==> src/ddr4_pkg.sv <==
// DDR4 controller shared definitions
package ddr4_pkg;

    // dram timing, all in controller clock cycles
    localparam int CAS_LATENCY        = 22;  // RD on the pins to data valid on dq_in
    localparam int ACTIVATION_LATENCY = 8;   // bank unusable after ACT
    localparam int PRECHARGE_LATENCY  = 5;   // bank unusable after PRE

    // address geometry
    localparam int ROW_BITS  = 8;
    localparam int COL_BITS  = 4;
    localparam int BG_BITS   = 1;
    localparam int BA_BITS   = 2;
    localparam int BANK_BITS = BG_BITS + BA_BITS;                // flat bank index {bg, ba}
    localparam int NUM_BANKS = (1 << BG_BITS) * (1 << BA_BITS);  // 2 groups x 4 banks

    // host address is {row, bg, ba, col}, 15 bits
    localparam int PADDR_BITS = ROW_BITS + BANK_BITS + COL_BITS;

    localparam int DATA_BITS      = 64;  // same width on host and dimm side
    localparam int DRAM_ADDR_BITS = 17;  // A16..A0 on the dimm

    // reads in flight
    localparam int RET_DEPTH    = 8;
    localparam int RET_PTR_BITS = $clog2(RET_DEPTH);
    localparam int STAMP_BITS   = 16;  // free-running cycle stamp, wraps

    // settling counter has to hold the larger of the two latencies
    localparam int TIMER_BITS = $clog2(
        (ACTIVATION_LATENCY > PRECHARGE_LATENCY ? ACTIVATION_LATENCY : PRECHARGE_LATENCY) + 1);

    // commands put on the dimm, NOP stands for cs deasserted
    typedef enum logic [2:0] {
        NOP = 3'd0,
        ACT = 3'd1,
        PRE = 3'd2,
        RD  = 3'd3,
        WR  = 3'd4
    } dram_cmd_e;

    // one dimm command, 23 bits
    typedef struct packed {
        dram_cmd_e                 cmd;
        logic [BG_BITS-1:0]        bg;
        logic [BA_BITS-1:0]        ba;
        logic [DRAM_ADDR_BITS-1:0] addr;  // row for ACT, col for RD/WR, zero for PRE
    } dram_cmd_t;

    // host request, 80 bits
    typedef struct packed {
        logic                  write;  // 1 = write, 0 = read
        logic [PADDR_BITS-1:0] addr;
        logic [DATA_BITS-1:0]  wdata;
    } host_req_t;

    // state of the bank the scheduler is looking at
    typedef struct packed {
        logic open;     // a row is open
        logic hit;      // the open row is the requested one
        logic blocked;  // still settling from ACT or PRE
    } bank_status_t;

endpackage
==> src/ddr4_ctrl_top.sv <==
// DDR4 controller top level
module ddr4_ctrl_top (
    input  logic                             clk_in,
    input  logic                             rst_N_in,
    // host side
    input  logic                             req_valid,
    input  ddr4_pkg::host_req_t              req,
    output logic                             busy,
    output logic                             rsp_valid,
    output logic [ddr4_pkg::DATA_BITS-1:0]   rsp_data,
    // dimm side, dq split into in, out and enable
    output ddr4_pkg::dram_cmd_t              dram_cmd,
    output logic [ddr4_pkg::DATA_BITS-1:0]   dq_out,
    output logic                             dq_oe,
    input  logic [ddr4_pkg::DATA_BITS-1:0]   dq_in
);
    import ddr4_pkg::*;

    logic [BANK_BITS-1:0] query_bank;
    logic [ROW_BITS-1:0]  query_row;
    bank_status_t         status;      // tracker -> scheduler, same cycle
    dram_cmd_t            issue_cmd;   // scheduler -> tracker and return queue
    logic                 queue_full;

    // picks one command per cycle from bank status and queue space
    cmd_scheduler u_sched (
        .clk_in     (clk_in),
        .rst_N_in   (rst_N_in),
        .req_valid  (req_valid),
        .req        (req),
        .status     (status),
        .queue_full (queue_full),
        .busy       (busy),
        .query_bank (query_bank),
        .query_row  (query_row),
        .issue_cmd  (issue_cmd),
        .dram_cmd   (dram_cmd),
        .dq_out     (dq_out),
        .dq_oe      (dq_oe)
    );

    // tracker follows ACT/PRE while the queue follows RD, both off the same command
    bank_state_tracker u_tracker (
        .clk_in     (clk_in),
        .rst_N_in   (rst_N_in),
        .issue_cmd  (issue_cmd),
        .query_bank (query_bank),
        .query_row  (query_row),
        .status     (status)
    );

    read_return_queue u_rrq (
        .clk_in     (clk_in),
        .rst_N_in   (rst_N_in),
        .issue_cmd  (issue_cmd),
        .dq_in      (dq_in),
        .full       (queue_full),
        .rsp_valid  (rsp_valid),
        .rsp_data   (rsp_data)
    );

endmodule

==> src/cmd_scheduler.sv <==
// DDR4 command scheduler
module cmd_scheduler (
    input  logic                             clk_in,
    input  logic                             rst_N_in,
    input  logic                             req_valid,   // host strobe, taken while not busy
    input  ddr4_pkg::host_req_t              req,
    input  ddr4_pkg::bank_status_t           status,      // tracker view of the pending bank
    input  logic                             queue_full,  // return queue cannot take a read
    output logic                             busy,
    output logic [ddr4_pkg::BANK_BITS-1:0]   query_bank,
    output logic [ddr4_pkg::ROW_BITS-1:0]    query_row,
    output ddr4_pkg::dram_cmd_t              issue_cmd,   // command chosen this cycle
    output ddr4_pkg::dram_cmd_t              dram_cmd,    // registered onto the dimm pins
    output logic [ddr4_pkg::DATA_BITS-1:0]   dq_out,
    output logic                             dq_oe
);
    import ddr4_pkg::*;

    logic                pend_valid;  // a request is waiting for its access
    host_req_t           pend_req;
    dram_cmd_e           next_cmd;
    logic                accept;
    logic                access_issued;

    // decoded fields of the pending address
    logic [ROW_BITS-1:0] row;
    logic [BG_BITS-1:0]  bg;
    logic [BA_BITS-1:0]  ba;
    logic [COL_BITS-1:0] col;

    assign accept = req_valid && !pend_valid;
    assign {row, bg, ba, col} = pend_req.addr;  // row in the top bits, col at the bottom

    assign query_bank = {bg, ba};
    assign query_row  = row;

    // held from the accept edge until the edge the access goes out,
    // and therefore also through any wait on a full return queue
    assign busy = pend_valid;

    // command choice for the pending request
    always_comb begin
        next_cmd = NOP;
        if (pend_valid && !status.blocked) begin
            if (status.hit) begin
                if (pend_req.write) begin
                    next_cmd = WR;
                end else if (!queue_full) begin
                    next_cmd = RD;  // only if the response has a slot to land in
                end
            end else if (status.open) begin
                next_cmd = PRE;  // wrong row open, close it first
            end else begin
                next_cmd = ACT;
            end
        end
    end

    assign access_issued = (next_cmd == RD) || (next_cmd == WR);

    // pack the command, the address pins follow the command type
    always_comb begin
        issue_cmd     = '0;
        issue_cmd.cmd = next_cmd;
        case (next_cmd)
            ACT: begin
                issue_cmd.addr = DRAM_ADDR_BITS'(row);  // row in the low bits
            end
            RD, WR: begin
                // column in the low bits, A10 stays 0 so no auto-precharge
                issue_cmd.addr = DRAM_ADDR_BITS'(col);
            end
            default: ;  // PRE with A10 low = single bank, NOP all zero
        endcase
        if (next_cmd != NOP) begin
            issue_cmd.bg = bg;
            issue_cmd.ba = ba;
        end
    end

    always_ff @(posedge clk_in or posedge rst_N_in) begin
        if (rst_N_in) begin
            pend_valid <= 1'b0;
            dram_cmd   <= '0;     // NOP, cs deasserted
            dq_oe      <= 1'b0;
        end else begin
            if (access_issued) begin
                pend_valid <= 1'b0;  // request done once RD/WR is out
            end else if (accept) begin
                pend_valid <= 1'b1;
            end
            dram_cmd <= issue_cmd;
            dq_oe    <= (next_cmd == WR);  // drive dq together with WR
        end
    end

    // request and write data registers
    always_ff @(posedge clk_in) begin
        if (accept) begin
            pend_req <= req;
        end
        if (next_cmd == WR) begin
            dq_out <= pend_req.wdata;
        end
    end

endmodule

==> src/read_return_queue.sv <==
// Read return queue
module read_return_queue (
    input  logic                             clk_in,
    input  logic                             rst_N_in,
    input  ddr4_pkg::dram_cmd_t              issue_cmd,  // RD pushes a due stamp
    input  logic [ddr4_pkg::DATA_BITS-1:0]   dq_in,      // data from the dimm
    output logic                             full,       // no room for another read
    output logic                             rsp_valid,  // one-cycle pulse per read
    output logic [ddr4_pkg::DATA_BITS-1:0]   rsp_data
);
    import ddr4_pkg::*;

    logic [STAMP_BITS-1:0]   stamp_q;                // free-running cycle count
    logic [STAMP_BITS-1:0]   due_mem [RET_DEPTH];    // capture cycle per read, in RD order
    logic [RET_PTR_BITS-1:0] wr_ptr;
    logic [RET_PTR_BITS-1:0] rd_ptr;
    logic [RET_PTR_BITS:0]   count_q;                // one extra bit to tell full from empty
    logic                    push;
    logic                    pop;

    assign push = (issue_cmd.cmd == RD);
    assign pop  = (count_q != '0) && (due_mem[rd_ptr] == stamp_q);  // head is due now
    assign full = (count_q == (RET_PTR_BITS + 1)'(RET_DEPTH));

    always_ff @(posedge clk_in or posedge rst_N_in) begin
        if (rst_N_in) begin
            stamp_q   <= '0;
            wr_ptr    <= '0;
            rd_ptr    <= '0;
            count_q   <= '0;
            rsp_valid <= 1'b0;
        end else begin
            stamp_q <= stamp_q + 1'b1;
            if (push) begin
                wr_ptr <= wr_ptr + 1'b1;  // depth is a power of two, wraps by itself
            end
            if (pop) begin
                rd_ptr <= rd_ptr + 1'b1;
            end
            case ({push, pop})
                2'b10:   count_q <= count_q + 1'b1;
                2'b01:   count_q <= count_q - 1'b1;
                default: ;  // both or neither, count holds
            endcase
            rsp_valid <= pop;
        end
    end

    // issue_cmd is one cycle ahead of the pins, and dq_in is valid during the
    // cycle CAS_LATENCY after RD, so it is captured at the edge closing that cycle
    always_ff @(posedge clk_in) begin
        if (push) begin
            due_mem[wr_ptr] <= stamp_q + STAMP_BITS'(CAS_LATENCY + 1);
        end
        if (pop) begin
            rsp_data <= dq_in;
        end
    end

endmodule

==> src/bank_state_tracker.sv <==
// Per-bank row state
module bank_state_tracker (
    input  logic                             clk_in,
    input  logic                             rst_N_in,
    input  ddr4_pkg::dram_cmd_t              issue_cmd,   // command going out this cycle
    input  logic [ddr4_pkg::BANK_BITS-1:0]   query_bank,  // {bg, ba} of the pending request
    input  logic [ddr4_pkg::ROW_BITS-1:0]    query_row,
    output ddr4_pkg::bank_status_t           status
);
    import ddr4_pkg::*;

    logic [NUM_BANKS-1:0]  open_q;              // row open per bank
    logic [ROW_BITS-1:0]   row_q   [NUM_BANKS]; // which row, valid only while open
    logic [TIMER_BITS-1:0] timer_q [NUM_BANKS]; // settling down-counter
    logic [BANK_BITS-1:0]  issue_bank;

    assign issue_bank = {issue_cmd.bg, issue_cmd.ba};

    // counters are loaded with latency - 1 at the edge that puts the command
    // on the pins, the bank then reads as blocked for latency - 1 cycles and
    // the next command for it lands exactly latency cycles after this one
    always_ff @(posedge clk_in or posedge rst_N_in) begin
        if (rst_N_in) begin
            open_q <= '0;  // all banks precharged after reset
            for (int b = 0; b < NUM_BANKS; b++) begin
                timer_q[b] <= '0;
            end
        end else begin
            // every bank settles on its own
            for (int b = 0; b < NUM_BANKS; b++) begin
                if (timer_q[b] != '0) begin
                    timer_q[b] <= timer_q[b] - 1'b1;
                end
            end
            case (issue_cmd.cmd)
                ACT: begin
                    open_q[issue_bank]  <= 1'b1;
                    timer_q[issue_bank] <= TIMER_BITS'(ACTIVATION_LATENCY - 1);
                end
                PRE: begin
                    open_q[issue_bank]  <= 1'b0;  // row buffer written back
                    timer_q[issue_bank] <= TIMER_BITS'(PRECHARGE_LATENCY - 1);
                end
                default: ;  // RD/WR leave the row open, NOP does nothing
            endcase
        end
    end

    // row address comes from the low bits of the ACT address
    always_ff @(posedge clk_in) begin
        if (issue_cmd.cmd == ACT) begin
            row_q[issue_bank] <= issue_cmd.addr[ROW_BITS-1:0];
        end
    end

    // lookup of the queried bank, purely combinational
    always_comb begin
        status.open    = open_q[query_bank];
        status.hit     = open_q[query_bank] && (row_q[query_bank] == query_row);
        status.blocked = (timer_q[query_bank] != '0);
    end

endmodule

==> config.mk <==
export PLATFORM = sky130hd
export DESIGN_NAME = ddr4_ctrl_top
export DESIGN_NICKNAME = d
export VERILOG_FILES = /design/src/ddr4_pkg.sv /design/src/ddr4_ctrl_top.sv /design/src/cmd_scheduler.sv /design/src/read_return_queue.sv /design/src/bank_state_tracker.sv
export SDC_FILE = /design/constraint.sdc
export NUM_CORES = 1
export LEC_CHECK = 0
export BUFFER_PORTS_ARGS = -buffer_cell sky130_fd_sc_hd__buf_2
export CAP_MARGIN = 0
export CORE_AREA = 10 10 238 285
export DETAILED_ROUTE_END_ITERATION = 10
export DIE_AREA = 0 0 248 295
export PLACE_DENSITY = 0.53
export SETUP_SLACK_MARGIN = 0.3
export SYNTH_ARGS = -nofsm -noshare
export SYNTH_HDL_FRONTEND = slang
export SYNTH_SLANG_ARGS = --single-unit
==> constraint.sdc <==
create_clock -name clk_in -period 6.55 [get_ports clk_in]
set_input_delay 1.31 -clock clk_in [delete_from_list [all_inputs] [get_ports clk_in]]
set_output_delay 1.31 -clock clk_in [all_outputs]
set_load 0.02 [all_outputs]
==> results.txt <==
----------------------------------------------------
[Run status]
  Run status ... finished, final reports clean

[Floorplan]
  Initial core utilization ... 29.74%
  Area of the core ... roughly 62000 um^2
  Vertical extent of the die ... between 200 and 300 um
  Die X-Extent ... 248 um
  Row Count ... 100
  Count of boundary I/O pins ... approximately 300
  Die area ... approximately 73000 um^2

[Logic synthesis]
  Count of synthesis-stage warnings from yosys ... 0
  Leading register cell type out of synthesis ... edfxtp_1
  Fraction of the mapped netlist area in simple logic gates ... under 10%
  Area of the mapped netlist ... between 15000 and 20000 um^2
  Number of enable flip-flop cells after synthesis ... 400
  Part of the Yosys area used for sequential elements ... approximately 77%
  Xor and xnor fraction of the mapped netlist area ... 2.948%
  Share of the synthesized area in compound gates (AO/OA/AOI/OAI) ... 3.186%
  Largest area contributor in the synthesized netlist ... edfxtp_1
  Avg Inst Size Synth ... 17.92 um^2
  Synth top area share ... 65.21%
  Share of flip-flops with an asynchronous set or reset after synthesis ... 17.08%
  Multiplexer share of the synthesized area ... 7.974%
  Arithmetic-cell share of the synthesized area counting full adders, half adders and majority gates ... between 1 and 1.5%
  Dominant combinational cell family by area after synthesis ... multiplexers
  Cell count after synthesis ... 1028
  Synth top area cells ... edfxtp_1 (65%), dfrtp_1 (11%), mux4_2 (3.8%)
  Distinct cell type count after synthesis ... 60
  FF+latch count, synth ... 486

[Detailed routing]
  # DRC ... 0
  Highest layer used for signal routing ... met5
  Starting DRC count in detailed routing ... 470
  Met2 layer wire length in the routed design ... 22.10 mm
  First drt pass iteration count ... 4
  Vias ... 9842
  Total detailed-routing wirelength ... 42.64 mm
  Final routed wire length divided by cell count ... roughly 19 um
  Antenna Violating Nets Remaining ... 0
  Wire length on met1 ... 16.37 mm
  Routed met3 length ... roughly 3.3 mm
  Average vias per placed instance ... ~4.5

[Worst setup path]
  Slowest stage delay, CP ... approximately 1.1 ns
  Startpoint type of the worst setup path ... flip-flop
  R2R depth ... 14
  R2R Setup Slk ... roughly 2.3 ns
  Crit. End Element ... flip-flop
  Critical path, cell by cell ... mux4_2, mux2i_1, xor2_1, o211ai_1, nor4_2, nand4_1, inv_2, ha_1, ha_1, a21o_1, a21oi_1, xnor2_1, nor2_1, xor2_1
  Crit Reg-Reg Endpoint ... u_rrq.count_q[3]$_DFFE_PP0P_
  Required arrival time at the worst endpoint ... roughly 7.0 ns
  Endpoint arrival time on the critical path ... roughly 4.7 ns
  FF-to-FF Start ... u_rrq.rd_ptr[1]$_DFFE_PP0P_
  Maximum net fanout on the critical path ... 36
  Startpoint-to-endpoint class of the critical path ... flip-flop to flip-flop
  Worst-path cell with the longest stage delay ... dfrtp_2

[Timing]
  Worst Skew ... approximately 0.038 ns
  Final setup TNS ... 0 ns
  Setup violators final ... 0
  Hold Fails Final Rpt ... 0
  Rel. slew slack ... between 20% and 30%
  Share of the clock period used by the worst path ... about 65%
  RSZ-0062 raised after global routing ... no
  Shortest clock period the worst path allows after layout ... 4.250 ns
  Post-route worst setup slack ... between 2 and 2.5 ns
  Worst slew pin tran ... 1.110 ns
  F_max ... about 0.24 GHz
  Max-slew violation total from the final report ... 0
  Worst hold margin ... between 0.4 and 0.5 ns

[CTS]
  Post-CTS sizing ... 0
  Clock insertion delay at the later pin of the skew report ... about 0.6 ns
  TritonCTS clock tree ... yes
  Clock root cell ... clkbuf_16
  Depth of the CTS H-tree ... 2
  Clock tree buffer depth ... 3
  Number of sinks on the clock net ... around 490
  CTS Buf Count ... 49
  CTS Hold Bufs ... 0
  Clock transition at the register clock pins on the worst setup and hold paths after CTS ... around 0.060 ns
  Post-CTS Repair Setup Buffers ... 0

[Flow run]
  Max cap viols ... 0

[Global route]
  Vias in the first global route ... around 11000
  Leftover overflow at the end of global routing ... 0
  Global-route total usage across every layer ... roughly 11%
  Initial antenna violation count ... 2
  Global-route wire length before repair ... 63.90 mm
  Maximum number of pins on one net before global-route repair ... between 60 and 70

[Pwr]
  Maximum resistive drop on vdd ... around 0.21 mV
  Total power per unit cell area ... 315.0 nW/um^2
  LEAKAGE ... 0.008198 uW

[Layout]
  Diodes inserted ... 0
  Nets ... between 1500 and 2000
  Layout area overhead ... 22.01%
  Fraction of layout instances using a drive strength above 1 ... between 30 and 40%
  Most frequent standard cell in the layout excluding fill and tap cells ... edfxtp_1
  Commonest non-fill, non-tap cells in the layout ... edfxtp_1 (400), buf_2 (291), dfrtp_1 (82), clkbuf_16 (54), xnor2_1 (46)
  Fill cell instance count of the final layout ... approximately 5900

[Hold path]
  Hold Path Stages ... 0
  HP Class ... flip-flop to flip-flop
  Min-Delay Startpoint ... u_sched.pend_req[61]$_DFFE_PP_
  Hold path endpoint ... u_sched.dq_out[61]$_DFFE_PN_

[Place]
  Count of port buffers added during placement ... roughly 290
  RePlAce Congestion ... between 0.7 and 0.8
  HPWL reported at the end of detailed placement ... about 29 mm
  DP Worst Slack ... 2.237 ns

----------------------------------------------------
-- report_power, final --
part | switching [uW] | internal (uW)
combinational | 382 | 317
clock | 1200 | 1570
sequential | 119 | 3500
-- kinds of logic after synthesis --
group,Yosys count
buffers and inverters,82
DFF,486
xor gates and xnor gates,62
AOI/OAI and AO/OA,96
muxes,94
and+or+nand+nor,191
adders and majority gates,16
other,1
-- cell usage after synthesis, drive strengths merged (2+ instances only) --
cell type,n
edfxtp,400
dfrtp,83
xnor2,46
nand2,40
mux4,38
inv,36
mux2i,35
a21oi,32
nor2,32
buf,27
o21ai,26
nor3,24
mux2,21
nand3,20
clkbuf,17
xor2,16
ha,15
nor4,15
or3,12
and3,10
a22o,9
and2,8
nor3b,8
a31oi,7
o22ai,6
nand2b,5
nand4,5
nor2b,4
a22oi,3
dfxtp,3
nor4b,3
a21boi,2
a31o,2
clkinv,2
nand4b,2
-- final cells by class --
cell class | instances | area, um^2 | share of cell area [%]
repair buffers | 309 | 1592 | 7.082
well taps | 816 | 1021 | 4.543
clock buffers | 64 | 1409 | 6.269
flip-flops and latches | 486 | 14150 | 62.96
inverters | 38 | 145.1 | 0.6458
multi-input cells | 468 | 3951 | 17.58
clock inverters | 28 | 206.4 | 0.9186
-- per-layer routing --
metal | track usage [%] | vias up
met5 | 0 | -
li1 | - | 4558
met4 | 2.873 | 4
met1 | 12.75 | 4931
met3 | 4.063 | 67
met2 | 19.89 | 282
-- worst max-delay path by stage --
| stage | startpoint | to | depth (start not counted) |
|---|---|---|---|
| 2_1_floorplan | flip-flop | u_sched.dq_out[0]$_DFFE_PN_ | 8 |
| 3_3_place_gp | flip-flop | u_rrq.count_q[3]$_DFFE_PP0P_ | 13 |
| 3_5_place_dp | flip-flop | u_rrq.count_q[3]$_DFFE_PP0P_ | 13 |
| 4_1_cts | flip-flop | u_rrq.count_q[3]$_DFFE_PP0P_ | 13 |
| 5_1_grt | u_rrq.rd_ptr[1]$_DFFE_PP0P_ | u_rrq.count_q[3]$_DFFE_PP0P_ | 14 |
| 6_report | u_rrq.rd_ptr[1]$_DFFE_PP0P_ | u_rrq.count_q[3]$_DFFE_PP0P_ | 14 |
-- sequential cells by signal, indices dropped and copies added (netlist names), named ones only --
signal / cells
u_rrq.due_mem: 128
u_sched.pend_req: 65
u_rrq.rsp_data: 64
u_sched.dq_out: 64
u_tracker.row_q: 64
u_tracker.timer_q: 32
u_rrq.stamp_q: 16
u_sched.dram_cmd: 14
u_sched.query_row: 8
u_rrq.count_q: 4
u_sched.col: 4
u_rrq.rd_ptr: 3
u_rrq.wr_ptr: 3
u_sched.query_bank: 3
u_rrq.rsp_valid: 1
u_sched.busy: 1
u_sched.dq_oe: 1
-- metrics by stage --
step / power, uW / area (um^2) / util (%) / instances
after detailed placement: 4384 / 20860 / 33.68 / 2117
final: 7080 / 22470 / 36.29 / 2209
after global routing: 7404 / 22470 / 36.29 / 2209
after global placement: 4352 / 20860 / 33.68 / 2117
after CTS: 7184 / 22470 / 36.29 / 2209
after floorplan: 4155 / 18450 / - / 1036
-- worst max-delay path, delay by kind of cell (launching register included) --
| kind | cells | cell delay [ns] |
|---|---|---|
| XOR/XNOR | 3 | 0.46 |
| AO/OA/AOI/OAI | 3 | 0.46 |
| adder cells (fa/ha/maj) | 2 | 0.44 |
| AND/OR/NAND/NOR | 3 | 0.70 |
| multiplexers | 2 | 0.84 |
| buffers and inverters | 1 | 0.13 |
| flip-flops | 1 | 1.08 |
Power figures use the tool's default switching activity.
